File: src/fb_cfg_pkg.sv
// Framebuffer geometry and pixel formats
// Covers the 16x16 RGB666 store, the RGBA8888 pipeline and the RGB565 stream
`default_nettype none

package fb_cfg_pkg;

    // Screen geometry, fixed at 16 by 16
    localparam int FB_X_BITS = 4;
    localparam int FB_Y_BITS = 4;
    localparam int FB_WORDS  = 2 ** (FB_X_BITS + FB_Y_BITS);

    // Channel widths
    localparam int FB_SUB_PIXEL_WIDTH    = 6;
    localparam int COLOR_SUB_PIXEL_WIDTH = 8;
    localparam int STREAM_PIXEL_WIDTH    = 16;

    // Pixel index, y * 16 + x
    typedef logic [FB_X_BITS + FB_Y_BITS - 1 : 0] fb_addr_t;
    typedef logic [FB_X_BITS - 1 : 0]             screen_pos_t;

    // Pipeline color as delivered by the pixel writes
    typedef struct packed {
        logic [COLOR_SUB_PIXEL_WIDTH - 1 : 0] r;
        logic [COLOR_SUB_PIXEL_WIDTH - 1 : 0] g;
        logic [COLOR_SUB_PIXEL_WIDTH - 1 : 0] b;
        logic [COLOR_SUB_PIXEL_WIDTH - 1 : 0] a;
    } rgba8888_t;

    // Stored word, no alpha channel
    typedef struct packed {
        logic [FB_SUB_PIXEL_WIDTH - 1 : 0] r;
        logic [FB_SUB_PIXEL_WIDTH - 1 : 0] g;
        logic [FB_SUB_PIXEL_WIDTH - 1 : 0] b;
    } fb_pixel_t;

    // Output stream word
    typedef struct packed {
        logic [4 : 0] r;
        logic [5 : 0] g;
        logic [4 : 0] b;
    } rgb565_t;

endpackage

`default_nettype wire

File: src/fb_cmd_pkg.sv
// Command set of the color framebuffer
// Opcodes, the 32-bit payload with its two views, and the structs passed between blocks
`default_nettype none

package fb_cmd_pkg;

    localparam int SCISSOR_POS_BITS = 8;

    typedef enum logic [2:0] {
        OP_SCISSOR     = 3'd0,
        OP_SCISSOR_EN  = 3'd1,
        OP_CLEAR_COLOR = 3'd2,
        OP_COLOR_MASK  = 3'd3,
        OP_MEMSET      = 3'd4,
        OP_COMMIT      = 3'd5
    } fb_op_e;

    // End coordinates are exclusive
    typedef struct packed {
        logic [SCISSOR_POS_BITS - 1 : 0] start_x;
        logic [SCISSOR_POS_BITS - 1 : 0] start_y;
        logic [SCISSOR_POS_BITS - 1 : 0] end_x;
        logic [SCISSOR_POS_BITS - 1 : 0] end_y;
    } scissor_t;

    // Scissor command reads the rectangle, clear color command reads the color
    typedef union packed {
        scissor_t              scissor;
        fb_cfg_pkg::rgba8888_t color;
    } fb_payload_u;

    typedef struct packed {
        fb_op_e      op;
        fb_payload_u payload;
    } fb_cmd_t;

    // Same channel order as the payload, bit 3 is red
    typedef struct packed {
        logic r;
        logic g;
        logic b;
        logic a;
    } color_mask_t;

    typedef struct packed {
        logic        scissor_en;
        scissor_t    scissor;
        color_mask_t mask;
    } fb_cfg_t;

    typedef struct packed {
        logic                    valid;
        fb_cfg_pkg::screen_pos_t x;
        fb_cfg_pkg::screen_pos_t y;
        fb_cfg_pkg::rgba8888_t   color;
    } fb_wr_t;

    // Full screen rectangle
    localparam scissor_t SCISSOR_RESET = '{
        start_x: '0,
        start_y: '0,
        end_x:   SCISSOR_POS_BITS'(2 ** fb_cfg_pkg::FB_X_BITS),
        end_y:   SCISSOR_POS_BITS'(2 ** fb_cfg_pkg::FB_Y_BITS)
    };

    localparam color_mask_t MASK_RESET = '1;

endpackage

`default_nettype wire

File: src/color_store.sv
// Color buffer memory
// 256 RGB666 words with scissor test, per-channel write mask and 8 to 6 bit reduction
`timescale 1ns/10ps
`default_nettype none

module color_store (
    input  wire                        aclk,
    input  wire fb_cmd_pkg::fb_cfg_t   cfg,
    input  wire fb_cmd_pkg::fb_wr_t    wr,
    input  wire fb_cfg_pkg::fb_addr_t  rd_addr,
    output fb_cfg_pkg::fb_pixel_t      rd_data
);
    import fb_cfg_pkg::*;
    import fb_cmd_pkg::*;

    fb_pixel_t mem [FB_WORDS];

    fb_addr_t  wr_addr;
    fb_pixel_t wr_pixel;
    logic      in_x;
    logic      in_y;
    logic      in_scissor;
    logic      we_r;
    logic      we_g;
    logic      we_b;

    // Keep the upper bits of a pipeline channel
    function automatic logic [FB_SUB_PIXEL_WIDTH - 1 : 0] reduce(
        input logic [COLOR_SUB_PIXEL_WIDTH - 1 : 0] v
    );
        return v[COLOR_SUB_PIXEL_WIDTH - 1 -: FB_SUB_PIXEL_WIDTH];
    endfunction

    assign wr_addr = {wr.y, wr.x};

    // Row-major index matches the read-out order
    assign wr_pixel.r = reduce(wr.color.r);
    assign wr_pixel.g = reduce(wr.color.g);
    assign wr_pixel.b = reduce(wr.color.b);

    // Scissor end coordinates are exclusive
    assign in_x = (SCISSOR_POS_BITS'(wr.x) >= cfg.scissor.start_x)
               && (SCISSOR_POS_BITS'(wr.x) < cfg.scissor.end_x);
    assign in_y = (SCISSOR_POS_BITS'(wr.y) >= cfg.scissor.start_y)
               && (SCISSOR_POS_BITS'(wr.y) < cfg.scissor.end_y);
    assign in_scissor = !cfg.scissor_en || (in_x && in_y);

    // Lane enables, alpha has no storage
    assign we_r = wr.valid && in_scissor && cfg.mask.r;
    assign we_g = wr.valid && in_scissor && cfg.mask.g;
    assign we_b = wr.valid && in_scissor && cfg.mask.b;

    // Masked lanes keep the old value
    always_ff @(posedge aclk)
    begin
        if (we_r)
        begin
            mem[wr_addr].r <= wr_pixel.r;
        end
        if (we_g)
        begin
            mem[wr_addr].g <= wr_pixel.g;
        end
        if (we_b)
        begin
            mem[wr_addr].b <= wr_pixel.b;
        end
    end

    // Registered read, one cycle latency
    always_ff @(posedge aclk)
    begin
        rd_data <= mem[rd_addr];
    end

endmodule

`default_nettype wire

File: src/fb_cmd_ctrl.sv
// Framebuffer command control
// Decodes strobed commands, keeps the configuration and runs memset and commit
`timescale 1ns/10ps
`default_nettype none

module fb_cmd_ctrl (
    input  wire                     aclk,
    input  wire                     arst_n,
    input  wire                     cmd_valid,
    input  wire fb_cmd_pkg::fb_cmd_t cmd,
    input  wire                     px_valid,
    input  wire fb_cmd_pkg::fb_wr_t  px,
    input  wire                     commit_done,
    output fb_cmd_pkg::fb_cfg_t     cfg,
    output fb_cmd_pkg::fb_wr_t      wr,
    output logic                    commit_start,
    output logic                    busy
);
    import fb_cfg_pkg::*;
    import fb_cmd_pkg::*;

    typedef enum logic [1:0] {
        ST_IDLE,
        ST_MEMSET,
        ST_COMMIT
    } state_e;

    state_e    state;
    rgba8888_t clear_color;
    fb_addr_t  sweep_addr;
    logic      cmd_accept;

    // Nothing is taken while a memset or commit runs
    assign cmd_accept = cmd_valid && (state == ST_IDLE);
    assign busy       = (state != ST_IDLE);

    // Configuration registers
    always_ff @(posedge aclk or negedge arst_n)
    begin
        if (!arst_n)
        begin
            cfg.scissor_en <= 1'b0;
            cfg.scissor    <= SCISSOR_RESET;
            cfg.mask       <= MASK_RESET;
            clear_color    <= '0;
        end
        else if (cmd_accept)
        begin
            case (cmd.op)
                OP_SCISSOR:     cfg.scissor    <= cmd.payload.scissor;
                OP_SCISSOR_EN:  cfg.scissor_en <= cmd.payload[0];
                OP_CLEAR_COLOR: clear_color    <= cmd.payload.color;
                OP_COLOR_MASK:  cfg.mask       <= cmd.payload[3:0];
                default:        ;
            endcase
        end
    end

    // Idle, memset sweep and commit
    always_ff @(posedge aclk or negedge arst_n)
    begin
        if (!arst_n)
        begin
            state        <= ST_IDLE;
            sweep_addr   <= '0;
            commit_start <= 1'b0;
        end
        else
        begin
            commit_start <= 1'b0;
            case (state)
                ST_IDLE:
                begin
                    if (cmd_accept && (cmd.op == OP_MEMSET))
                    begin
                        state      <= ST_MEMSET;
                        sweep_addr <= '0;
                    end
                    else if (cmd_accept && (cmd.op == OP_COMMIT))
                    begin
                        state        <= ST_COMMIT;
                        commit_start <= 1'b1;
                    end
                end
                ST_MEMSET:
                begin
                    // One word per cycle, 256 cycles in all
                    sweep_addr <= sweep_addr + 1'b1;
                    if (sweep_addr == fb_addr_t'(FB_WORDS - 1))
                    begin
                        state <= ST_IDLE;
                    end
                end
                ST_COMMIT:
                begin
                    if (commit_done)
                    begin
                        state <= ST_IDLE;
                    end
                end
                default: state <= ST_IDLE;
            endcase
        end
    end

    // Write port owner is the sweep during memset, the pixel pipeline otherwise
    always_comb
    begin
        if (state == ST_MEMSET)
        begin
            wr.valid = 1'b1;
            wr.x     = sweep_addr[FB_X_BITS - 1 : 0];
            wr.y     = sweep_addr[FB_X_BITS +: FB_Y_BITS];
            wr.color = clear_color;
        end
        else
        begin
            wr.valid = px_valid && (state == ST_IDLE);
            wr.x     = px.x;
            wr.y     = px.y;
            wr.color = px.color;
        end
    end

endmodule

`default_nettype wire

File: src/fb_top.sv
// Color framebuffer top level
// Command control, pixel store and RGB565 read-out stream
`timescale 1ns/10ps
`default_nettype none

module fb_top (
    input  wire                      aclk,
    input  wire                      arst_n,

    // Strobed commands
    input  wire                      cmd_valid,
    input  wire fb_cmd_pkg::fb_cmd_t cmd,

    // Pixel writes, the valid field of px is not used
    input  wire                      px_valid,
    input  wire fb_cmd_pkg::fb_wr_t  px,

    output logic                     busy,

    // RGB565 output stream
    output logic                     out_valid,
    input  wire                      out_ready,
    output logic                     out_last,
    output fb_cfg_pkg::rgb565_t      out_data
);
    import fb_cfg_pkg::*;
    import fb_cmd_pkg::*;

    fb_cfg_t   cfg;
    fb_wr_t    wr;
    logic      commit_start;
    logic      commit_done;
    fb_addr_t  rd_addr;
    fb_pixel_t rd_data;

    fb_cmd_ctrl i_fb_cmd_ctrl (
        .aclk         (aclk),
        .arst_n       (arst_n),
        .cmd_valid    (cmd_valid),
        .cmd          (cmd),
        .px_valid     (px_valid),
        .px           (px),
        .commit_done  (commit_done),
        .cfg          (cfg),
        .wr           (wr),
        .commit_start (commit_start),
        .busy         (busy)
    );

    color_store i_color_store (
        .aclk    (aclk),
        .cfg     (cfg),
        .wr      (wr),
        .rd_addr (rd_addr),
        .rd_data (rd_data)
    );

    stream_out i_stream_out (
        .aclk         (aclk),
        .arst_n       (arst_n),
        .commit_start (commit_start),
        .rd_data      (rd_data),
        .out_ready    (out_ready),
        .rd_addr      (rd_addr),
        .commit_done  (commit_done),
        .out_valid    (out_valid),
        .out_last     (out_last),
        .out_data     (out_data)
    );

endmodule

`default_nettype wire

File: src/stream_out.sv
// Framebuffer read-out
// Streams all 256 words as RGB565 with valid/ready, one read in flight plus a hold slot
`timescale 1ns/10ps
`default_nettype none

module stream_out (
    input  wire                        aclk,
    input  wire                        arst_n,
    input  wire                        commit_start,
    input  wire fb_cfg_pkg::fb_pixel_t rd_data,
    input  wire                        out_ready,
    output fb_cfg_pkg::fb_addr_t       rd_addr,
    output logic                       commit_done,
    output logic                       out_valid,
    output logic                       out_last,
    output fb_cfg_pkg::rgb565_t        out_data
);
    import fb_cfg_pkg::*;

    logic       rd_active;
    logic       rd_issue;
    logic       rd_pend;
    logic       rd_pend_last;
    logic       hold_valid;
    logic       hold_last;
    logic       out_pop;
    logic       out_free;
    logic [1:0] occupancy;
    rgb565_t    rd_pixel;
    rgb565_t    hold_data;

    // Repeat the top bits into the new low bits
    function automatic logic [COLOR_SUB_PIXEL_WIDTH - 1 : 0] expand(
        input logic [FB_SUB_PIXEL_WIDTH - 1 : 0] v
    );
        return {v, v[FB_SUB_PIXEL_WIDTH - 1 -: COLOR_SUB_PIXEL_WIDTH - FB_SUB_PIXEL_WIDTH]};
    endfunction

    function automatic rgb565_t to_rgb565(input fb_pixel_t p);
        logic [COLOR_SUB_PIXEL_WIDTH - 1 : 0] r8;
        logic [COLOR_SUB_PIXEL_WIDTH - 1 : 0] g8;
        logic [COLOR_SUB_PIXEL_WIDTH - 1 : 0] b8;
        rgb565_t                              o;
        r8  = expand(p.r);
        g8  = expand(p.g);
        b8  = expand(p.b);
        o.r = r8[COLOR_SUB_PIXEL_WIDTH - 1 -: 5];
        o.g = g8[COLOR_SUB_PIXEL_WIDTH - 1 -: 6];
        o.b = b8[COLOR_SUB_PIXEL_WIDTH - 1 -: 5];
        return o;
    endfunction

    assign rd_pixel    = to_rgb565(rd_data);
    assign out_pop     = out_valid && out_ready;
    assign out_free    = !out_valid || out_ready;
    assign commit_done = out_pop && out_last;

    // Output, hold and in-flight read never exceed the two slots
    assign occupancy = 2'(out_valid) + 2'(hold_valid) + 2'(rd_pend);
    assign rd_issue  = rd_active && ((occupancy - 2'(out_pop)) < 2'd2);

    // Read address counter
    always_ff @(posedge aclk or negedge arst_n)
    begin
        if (!arst_n)
        begin
            rd_active    <= 1'b0;
            rd_addr      <= '0;
            rd_pend      <= 1'b0;
            rd_pend_last <= 1'b0;
        end
        else
        begin
            rd_pend      <= rd_issue;
            rd_pend_last <= rd_issue && (rd_addr == fb_addr_t'(FB_WORDS - 1));
            if (commit_start)
            begin
                rd_active <= 1'b1;
                rd_addr   <= '0;
            end
            else if (rd_issue)
            begin
                rd_addr <= rd_addr + 1'b1;
                if (rd_addr == fb_addr_t'(FB_WORDS - 1))
                begin
                    rd_active <= 1'b0;
                end
            end
        end
    end

    // Output and hold slot flags
    always_ff @(posedge aclk or negedge arst_n)
    begin
        if (!arst_n)
        begin
            out_valid  <= 1'b0;
            out_last   <= 1'b0;
            hold_valid <= 1'b0;
            hold_last  <= 1'b0;
        end
        else if (out_free)
        begin
            if (hold_valid)
            begin
                out_valid  <= 1'b1;
                out_last   <= hold_last;
                hold_valid <= rd_pend;
                hold_last  <= rd_pend_last;
            end
            else
            begin
                out_valid <= rd_pend;
                out_last  <= rd_pend_last;
            end
        end
        else if (rd_pend)
        begin
            // Stalled beat, the arriving word waits in the hold slot
            hold_valid <= 1'b1;
            hold_last  <= rd_pend_last;
        end
    end

    // Beat data follows the same moves as the flags
    always_ff @(posedge aclk)
    begin
        if (out_free)
        begin
            if (hold_valid)
            begin
                out_data  <= hold_data;
                hold_data <= rd_pixel;
            end
            else
            begin
                out_data <= rd_pixel;
            end
        end
        else if (rd_pend)
        begin
            hold_data <= rd_pixel;
        end
    end

endmodule

`default_nettype wire

File: config.mk
export PLATFORM = sky130hd
export DESIGN_NAME = fb_top
export DESIGN_NICKNAME = d
export VERILOG_FILES = /design/src/fb_cfg_pkg.sv /design/src/fb_cmd_pkg.sv /design/src/color_store.sv /design/src/fb_cmd_ctrl.sv /design/src/fb_top.sv /design/src/stream_out.sv
export SDC_FILE = /design/constraint.sdc
export NUM_CORES = 2
export LEC_CHECK = 0
export BUFFER_PORTS_ARGS = -buffer_cell sky130_fd_sc_hd__buf_2
export CORE_ASPECT_RATIO = 1.2
export CORE_MARGIN = 8
export CORE_UTILIZATION = 59
export CTS_BUF_LIST = sky130_fd_sc_hd__clkbuf_4 sky130_fd_sc_hd__clkbuf_8 sky130_fd_sc_hd__clkbuf_16
export DETAILED_ROUTE_END_ITERATION = 10
export HOLD_SLACK_MARGIN = 0.05
export PLACE_DENSITY = 0.75
export REMOVE_ABC_BUFFERS = 1
export SLEW_MARGIN = 20
export SYNTH_ARGS = -nofsm -noshare
export SYNTH_HDL_FRONTEND = slang
export SYNTH_MEMORY_MAX_BITS = 65536
export SYNTH_SLANG_ARGS = --single-unit
File: constraint.sdc
create_clock -name aclk -period 12.3 [get_ports aclk]
set_input_delay 2.46 -clock aclk [delete_from_list [all_inputs] [get_ports aclk]]
set_output_delay 2.46 -clock aclk [all_outputs]
set_load 0.03 [all_outputs]
=== Yosys cells after proc, flatten, opt, wreduce, memory -nomap -nowiden ===
Memory sizes are Yosys's and may differ from the RTL's. A register that Yosys moved wholly into a read port is not among the register bits.
Index checks and enable logic that the tools add are counted.

* Register bits after elaboration: 126
* Output and inout bits: 19
* Input port bits: 81
* Memory bits (writable): 4608
* Memories kept: 1

* Add/subtract/negate cells: 5
* Reduce and logical (&&, ||, !) cells: 34
* Equal/unequal tests: 14
* $lt $le $gt $ge: 5
* Mux-type cells: 34

{| class="wikitable"
|+ Memories
! name !! depth !! bits a word !! read ports !! clocked after Yosys merged registers in !! write ports !! RTL line !! source
|-
| i_color_store.mem || 256 || 18 || 1 || 1 || 1 || color_store.sv:16 || <nowiki>fb_pixel_t mem [FB_WORDS];</nowiki>
|}

{| class="wikitable"
|+ Operators with widths
! cell !! count
|-
| $mux 16 || 4
|-
| $mux 41 || 1
|-
| $mux 8 || 3
|-
| $mux 1 || 20
|-
| $add 8x1->8 const B || 2
|-
| $eq 8x8->1 const B || 2
|-
| $ge 4x8->1 || 2
|-
| $lt 4x8->1 || 2
|-
| $pmux 8 s2 || 1
|-
| $logic_and 1x1->1 || 15
|-
| $reduce_and 2->1 || 7
|-
| $reduce_bool 2->1 || 5
|-
| $mux 2 || 4
|-
| $eq 3x2->1 const B || 2
|-
| $eq 3x3->1 const B || 2
|-
| $pmux 2 s3 || 1
|-
| $ne 2x1->1 const B || 2
|-
| $ne 2x2->1 const B || 2
|-
| $eq 3x1->1 const B || 1
|-
| $logic_not 3->1 || 1
|-
| $ne 3x3->1 const B || 1
|-
| $reduce_and 3->1 || 1
|-
| $add 1x1->2 || 1
|-
| $add 2x1->2 || 1
|-
| 7 further kinds || 9
|}

=== Depth between registers and ports, before layout ===
* Depth after elaboration: 11
* Depth in mapped cells: 14

=== Cells and area by module ===
A second synthesis with hierarchy kept.

* Cell total of the unflattened synthesis: 9485
* Area total of the unflattened synthesis: 187436.0 um^2

{| class="wikitable"
|+ By module, submodules not included
! module !! cells each !! area each (um^2) !! instances
|-
| color_store || 9029 || 181844.4 || 1
|-
| fb_cmd_ctrl || 336 || 3686.0 || 1
|-
| stream_out || 120 || 1905.6 || 1
|}

=== Worst setup path after synthesis ===
OpenSTA, ideal clock, no wires.

* Path kind: in2reg
* Start: input px[22] (netlist name)
* End: memory i_color_store.mem[0][10] (netlist name), data pin
* Data required time: 11.477 ns
* Buffers on the path: 0
* Stages on the path: 2
* Arrival time: 5.493 ns
* Setup slack: 5.984 ns
* Path through: nand2_1 -> nand2_1

{| class="wikitable"
|+ RTL lines
! element !! RTL line !! source
|-
| start: declaration || fb_top.sv:16 || <nowiki>input wire fb_cmd_pkg::fb_wr_t px,</nowiki>
|-
| end: declaration || color_store.sv:16 ||
|}

=== Final worst setup path ===
* Start: input px[32] (netlist name)
* End: memory i_color_store.mem[49][3] (netlist name), enable pin

* Word-level cells in the longest chain between the ends: 9

{| class="wikitable"
|+ Ends and longest elaborated chain
! element !! RTL line !! source
|-
| $mux 41 * || fb_cmd_ctrl.sv:109 || <nowiki>if (state == ST_MEMSET)</nowiki>
|-
| $ge 4x8->1 or $lt 4x8->1 (tied branches) || color_store.sv:44, color_store.sv:45 ||
|-
| $logic_and 1x1->1 || color_store.sv:45 || <nowiki>&& (SCISSOR_POS_BITS'(wr.y) < cfg.scissor.end_y);</nowiki>
|-
| $logic_and 1x1->1 || color_store.sv:46 || <nowiki>assign in_scissor = !cfg.scissor_en || (in_x && in_y);</nowiki>
|-
| $logic_or 1x1->1 || color_store.sv:46 ||
|-
| $logic_and 1x1->1 (2 in a row) || color_store.sv:51 || <nowiki>assign we_b = wr.valid && in_scissor && cfg.mask.b;</nowiki>
|-
| $mux 1 || color_store.sv:64 || <nowiki>if (we_b)</nowiki>
|-
| $mux 1 (not written as such) || color_store.sv:66 || <nowiki>mem[wr_addr].b <= wr_pixel.b;</nowiki>
|}

Every way passes the cells marked *; elsewhere a longest branch is shown, timed or not.

==> results.txt <==
- Post-synthesis average cell area: 20.1 µm²
- Part of the power in registers: 40.7%
* Effective utilization at floorplan: 59.2%
- Shortest clock period the worst path allows after layout: 6510 ps
- The top cell types in the final layout, fill and taps aside, are 4128 x sky130_fd_sc_hd__edfxtp_1, 1019 x sky130_fd_sc_hd__mux4_2, 844 x sky130_fd_sc_hd__nor2_1, 473 x sky130_fd_sc_hd__nand2_1, 397 x sky130_fd_sc_hd__clkbuf_16.
- Area enclosed by the die boundary: 299000 µm²
* Cell types occupying the most area after synthesis: sky130_fd_sc_hd__edfxtp_1 75%, sky130_fd_sc_hd__mux4_2 14%, sky130_fd_sc_hd__nor2_1 2.0%
- Category of the most critical setup path: input port to register
- Fraction of synthesized cell area taken by the top area cell type: 74.6%
- Share of async-settable or async-resettable flops after synthesis: 1.85%
* Largest net degree at the start of global routing: 206
- Based on the critical path, the design can be clocked at up to 0.154 GHz.
- Cells with a size suffix above 1 make up 23.5% of the layout.
- Root buf cell: sky130_fd_sc_hd__clkbuf_16
* Register-to-Register Setup Slack: 6100 ps
* Highest ir drop seen on vdd: 0.326 mV
- At the worst endpoint, the required time is 12880 ps.
- Layout Skew: 40.1 ps
- Post-CTS repair changed the size of 0 cells.
- Number of endpoints failing setup at the final stage: 0
* Status: finished, final reports clean
* Average detailed-routed wire length per instance: 36.1 µm
* Category of the worst setup path capture point: register
* First-pass GRT wire length: 635 mm
- I/O pin count: 100
- The HPWL after detailed placement is 275 mm.
* PortBufs: 82
- GRT Overall Usage: 29.7%
- The path class of the tightest hold or removal check is register to register.
- Clock tree from TritonCTS: done
- R2r endpoint: i_color_store.mem[49][3]$_DFFE_PP_
- Yosys printed 0 warnings.
* Nets: 8505
- The floorplan step set the die width to 500 µm.
* Number of antenna violations at the first check in global routing: 29
* Depth of the worst register-to-register path: 13
- Number of standard-cell rows in the floorplan: 213
* Total power: 45300 µW
- The library cell used most frequently in the layout, excluding fill and tap cells, is sky130_fd_sc_hd__edfxtp_1.
* DR vias/cell: 6.94
- The congestion estimate from routability-driven global placement came to 0.890.
- Net switching power: 15500 µW
* Max cap viols: 0
- The clock network burns 26.6% of the power.
* Max transition margin: 17.5%
- # fillers: 17782
- From synthesis to final layout, the design area changed by 10.3%.
- Data arrival at the endpoint of the critical path: 7090 ps
* Internal power: 29800 µW
* Switching Fraction: 34.2%
- Total wirelength of the detailed-routed design: 452 mm
* Reg-to-reg startpoint: i_fb_cmd_ctrl.state[1]$_DFFE_PN0P_
* Worst-case clock buffer depth: 4
- Largest driver fanout on the critical path: 60
- The final hold violation count was 0.
- Clock-pin slew was measured on the worst setup and hold paths at 70 ps.
* Count of cell types in the netlist: 73
- The floorplan step defined a core boundary enclosing 280000 µm².
- The later pin in the worst-skew pair is clocked with a latency of 920 ps.
* Post-synth top area cell: sky130_fd_sc_hd__edfxtp_1
- Number of buffers added to fix hold violations after cts: 0
- Tracing the worst setup path back leads to its startpoint at px[32].
- Of the available clock period, the critical path in the final layout requires 52.9%.
* #FFs+latches synth: 4222
- Cell area power density: 247 nW/µm²
- The routed layout has 86914 vias.
* Number of instances in the synthesized netlist: 8256
- Overflow left after global routing: 0
- After detailed routing, the number of remaining DRC violations is 0.
- Number of pins exceeding their max-slew limit in the final report: 0
- Summing every instance area after synthesis gives 166000 µm².
* Combinational share of power: 32.6%
- RSZ-0062 raised after global routing: no
- For this run, the slowest stage of the critical path takes 790 ps.
- In this run the static leakage power is 0.0574 µW.
- Setup bufs post-CTS: 0
- In this run, synthesis inferred 4128 flip-flops with an integrated enable.
- Floorplan die height: 597 µm
- Total negative setup slack: 0 ps
* Worst path cell trace: buf_2 > mux2i_1 > ha_1 > nand2b_1 > a21o_1 > a21o_1 > a21oi_1 > a211oi_1 > a31oi_4 > buf_4 > buf_4 > nor2_1
- For this block, the initial DRC count from the detailed router was 13302.
- Most frequently used flop master after synthesis: sky130_fd_sc_hd__edfxtp_1
- H-tree levels: 5
- The detail route stage leaves a number of antenna-violating nets equal to 0.
- Sequential elements use 76.0% of the synthesized area.
- Number of global-route vias before repair: 86618
- Slowest cell on the critical path: sky130_fd_sc_hd__a31oi_4
* Critical Path Sink: i_color_store.mem[49][3]$_DFFE_PP_
* Num CTS Buffers: 382
- CTS saw 4222 sinks.
- The worst setup path is launched from an input port.
- Worst-margin pin slew: 1220 ps
- Drt first pass iters: 10
-- synth_stat cells, types with 8 or more instances --
library cell	instances
sky130_fd_sc_hd__edfxtp_1	4128
sky130_fd_sc_hd__mux4_2	1019
sky130_fd_sc_hd__nor2_1	872
sky130_fd_sc_hd__nand2_1	489
sky130_fd_sc_hd__mux2i_1	296
sky130_fd_sc_hd__buf_2	177
sky130_fd_sc_hd__clkbuf_1	174
sky130_fd_sc_hd__a21oi_1	145
sky130_fd_sc_hd__o21ai_0	113
sky130_fd_sc_hd__a221oi_1	78
sky130_fd_sc_hd__a22oi_1	76
sky130_fd_sc_hd__dfrtp_1	73
sky130_fd_sc_hd__buf_6	64
sky130_fd_sc_hd__mux2_2	60
sky130_fd_sc_hd__buf_4	54
sky130_fd_sc_hd__o221ai_1	38
sky130_fd_sc_hd__o22ai_1	34
sky130_fd_sc_hd__nand3_1	32
sky130_fd_sc_hd__inv_1	27
sky130_fd_sc_hd__buf_1	25
sky130_fd_sc_hd__nor3_1	21
sky130_fd_sc_hd__a31oi_1	20
sky130_fd_sc_hd__o211ai_1	19
sky130_fd_sc_hd__ha_1	18
sky130_fd_sc_hd__dfxtp_1	16
sky130_fd_sc_hd__a211oi_1	15
sky130_fd_sc_hd__a21o_1	12
sky130_fd_sc_hd__and3_1	12
sky130_fd_sc_hd__a2111oi_0	10
sky130_fd_sc_hd__and2_1	10
sky130_fd_sc_hd__nor2b_1	9
sky130_fd_sc_hd__nand2b_1	8
-- per-stage QoR --
step | std cells | hold WS [ps] | instance area [µm²] | setup slack (ps) | util (%)
2_1_floorplan | 7758 | 404 | 163000 | -38590 | -
3_3_place_gp | 11780 | 411 | 170000 | 5040 | 60.8
3_5_place_dp | 11781 | 421 | 170000 | 4950 | 60.8
4_1_cts | 12477 | 434 | 183000 | 5890 | 65.3
5_1_grt | 12481 | 439 | 183000 | 5640 | 65.3
6_report | 12529 | 433 | 183000 | 5790 | 65.3
-- flip-flops by register name (all words and copies together) (netlist names) --
name,cells
i_stream_out.rd_active,1
i_stream_out.rd_pend_last,1
i_stream_out.out_data,16
i_fb_cmd_ctrl.clear_color,16
i_fb_cmd_ctrl.commit_start,1
i_stream_out.out_valid,1
i_stream_out.out_last,1
i_color_store.rd_data,16
i_stream_out.hold_last,1
i_color_store.mem,4096
i_fb_cmd_ctrl.state,2
i_stream_out.rd_addr,8
i_stream_out.rd_pend,1
i_fb_cmd_ctrl.cfg,36
i_fb_cmd_ctrl.sweep_addr,8
i_stream_out.hold_valid,1
i_stream_out.hold_data,16
-- layer usage --
| layer | vias to the layer above | wire length [µm] | global-route usage, % |
|---|---|---|---|
| li1 | 33997 | - | - |
| met1 | 44853 | 148000 | 37.8 |
| met2 | 6724 | 218000 | 47.6 |
| met3 | 1323 | 56200 | 7.50 |
| met4 | 17 | 29500 | 16.5 |
| met5 | - | 276 | 0.192 |
-- final cells by class --
type	count	area, µm²	share of cell area [%]
Multi-Input combinational cell	3505	37300	20.4
Tap cell	3762	4710	2.57
Sequential cell	4222	126000	68.9
Clock inverter	217	2070	1.13
Timing Repair Buffer	264	2060	1.13
Clock buffer	479	10600	5.77
Inverter	31	130	0.0710
Antenna cell	49	123	0.0669
-- cells by family after synthesis --
| kind of cell | count (synthesis) | synth area share (%) |
|---|---|---|
| DFF | 4222 | 76.0 |
| adders and majority gates | 19 | 0.142 |
| xor gates and xnor gates | 7 | 0.0369 |
| muxes | 1375 | 16.0 |
| and+or+nand+nor | 1488 | 3.53 |
| AOI/OAI and AO/OA | 616 | 2.49 |
| buffers and inverters | 529 | 1.77 |
-- worst min path at each step --
stage / startpoint / to / slack (ps) / depth (start not counted)
floorplan: i_color_store.rd_data[1]$_DFF_P_ / i_stream_out.hold_data[0]$_DFFE_PP_ / 400 / 0
global placement: i_color_store.rd_data[13]$_DFF_P_ / i_stream_out.hold_data[11]$_DFFE_PP_ / 410 / 0
detailed placement: i_color_store.rd_data[10]$_DFF_P_ / i_stream_out.hold_data[9]$_DFFE_PP_ / 420 / 0
CTS: i_color_store.rd_data[17]$_DFF_P_ / i_stream_out.hold_data[15]$_DFFE_PP_ / 430 / 0
global route: i_color_store.rd_data[10]$_DFF_P_ / i_stream_out.hold_data[9]$_DFFE_PP_ / 440 / 0
finish: i_color_store.rd_data[10]$_DFF_P_ / i_stream_out.hold_data[9]$_DFFE_PP_ / 430 / 0
-- critical path: cells and delay by family --
kind                     cells  cell delay, ps
AO/OA/AOI/OAI                5            1650
adder cells (fa/ha/maj)      1             360
buffers and inverters        3            1430
multiplexers                 1             560
AND/OR/NAND/NOR              2             480
-- power groups by stage --
stage          Sequential (µW)  Combinational (µW)  Clock, µW
3_3_place_gp             18700               14100          0
6_report                 18500               14800      12100
3_5_place_dp             18800               14400          0
5_1_grt                  18500               15100      12600
2_1_floorplan            19900                9980          0
4_1_cts                  18500               14500      12100
Power figures use the tool's default switching activity.
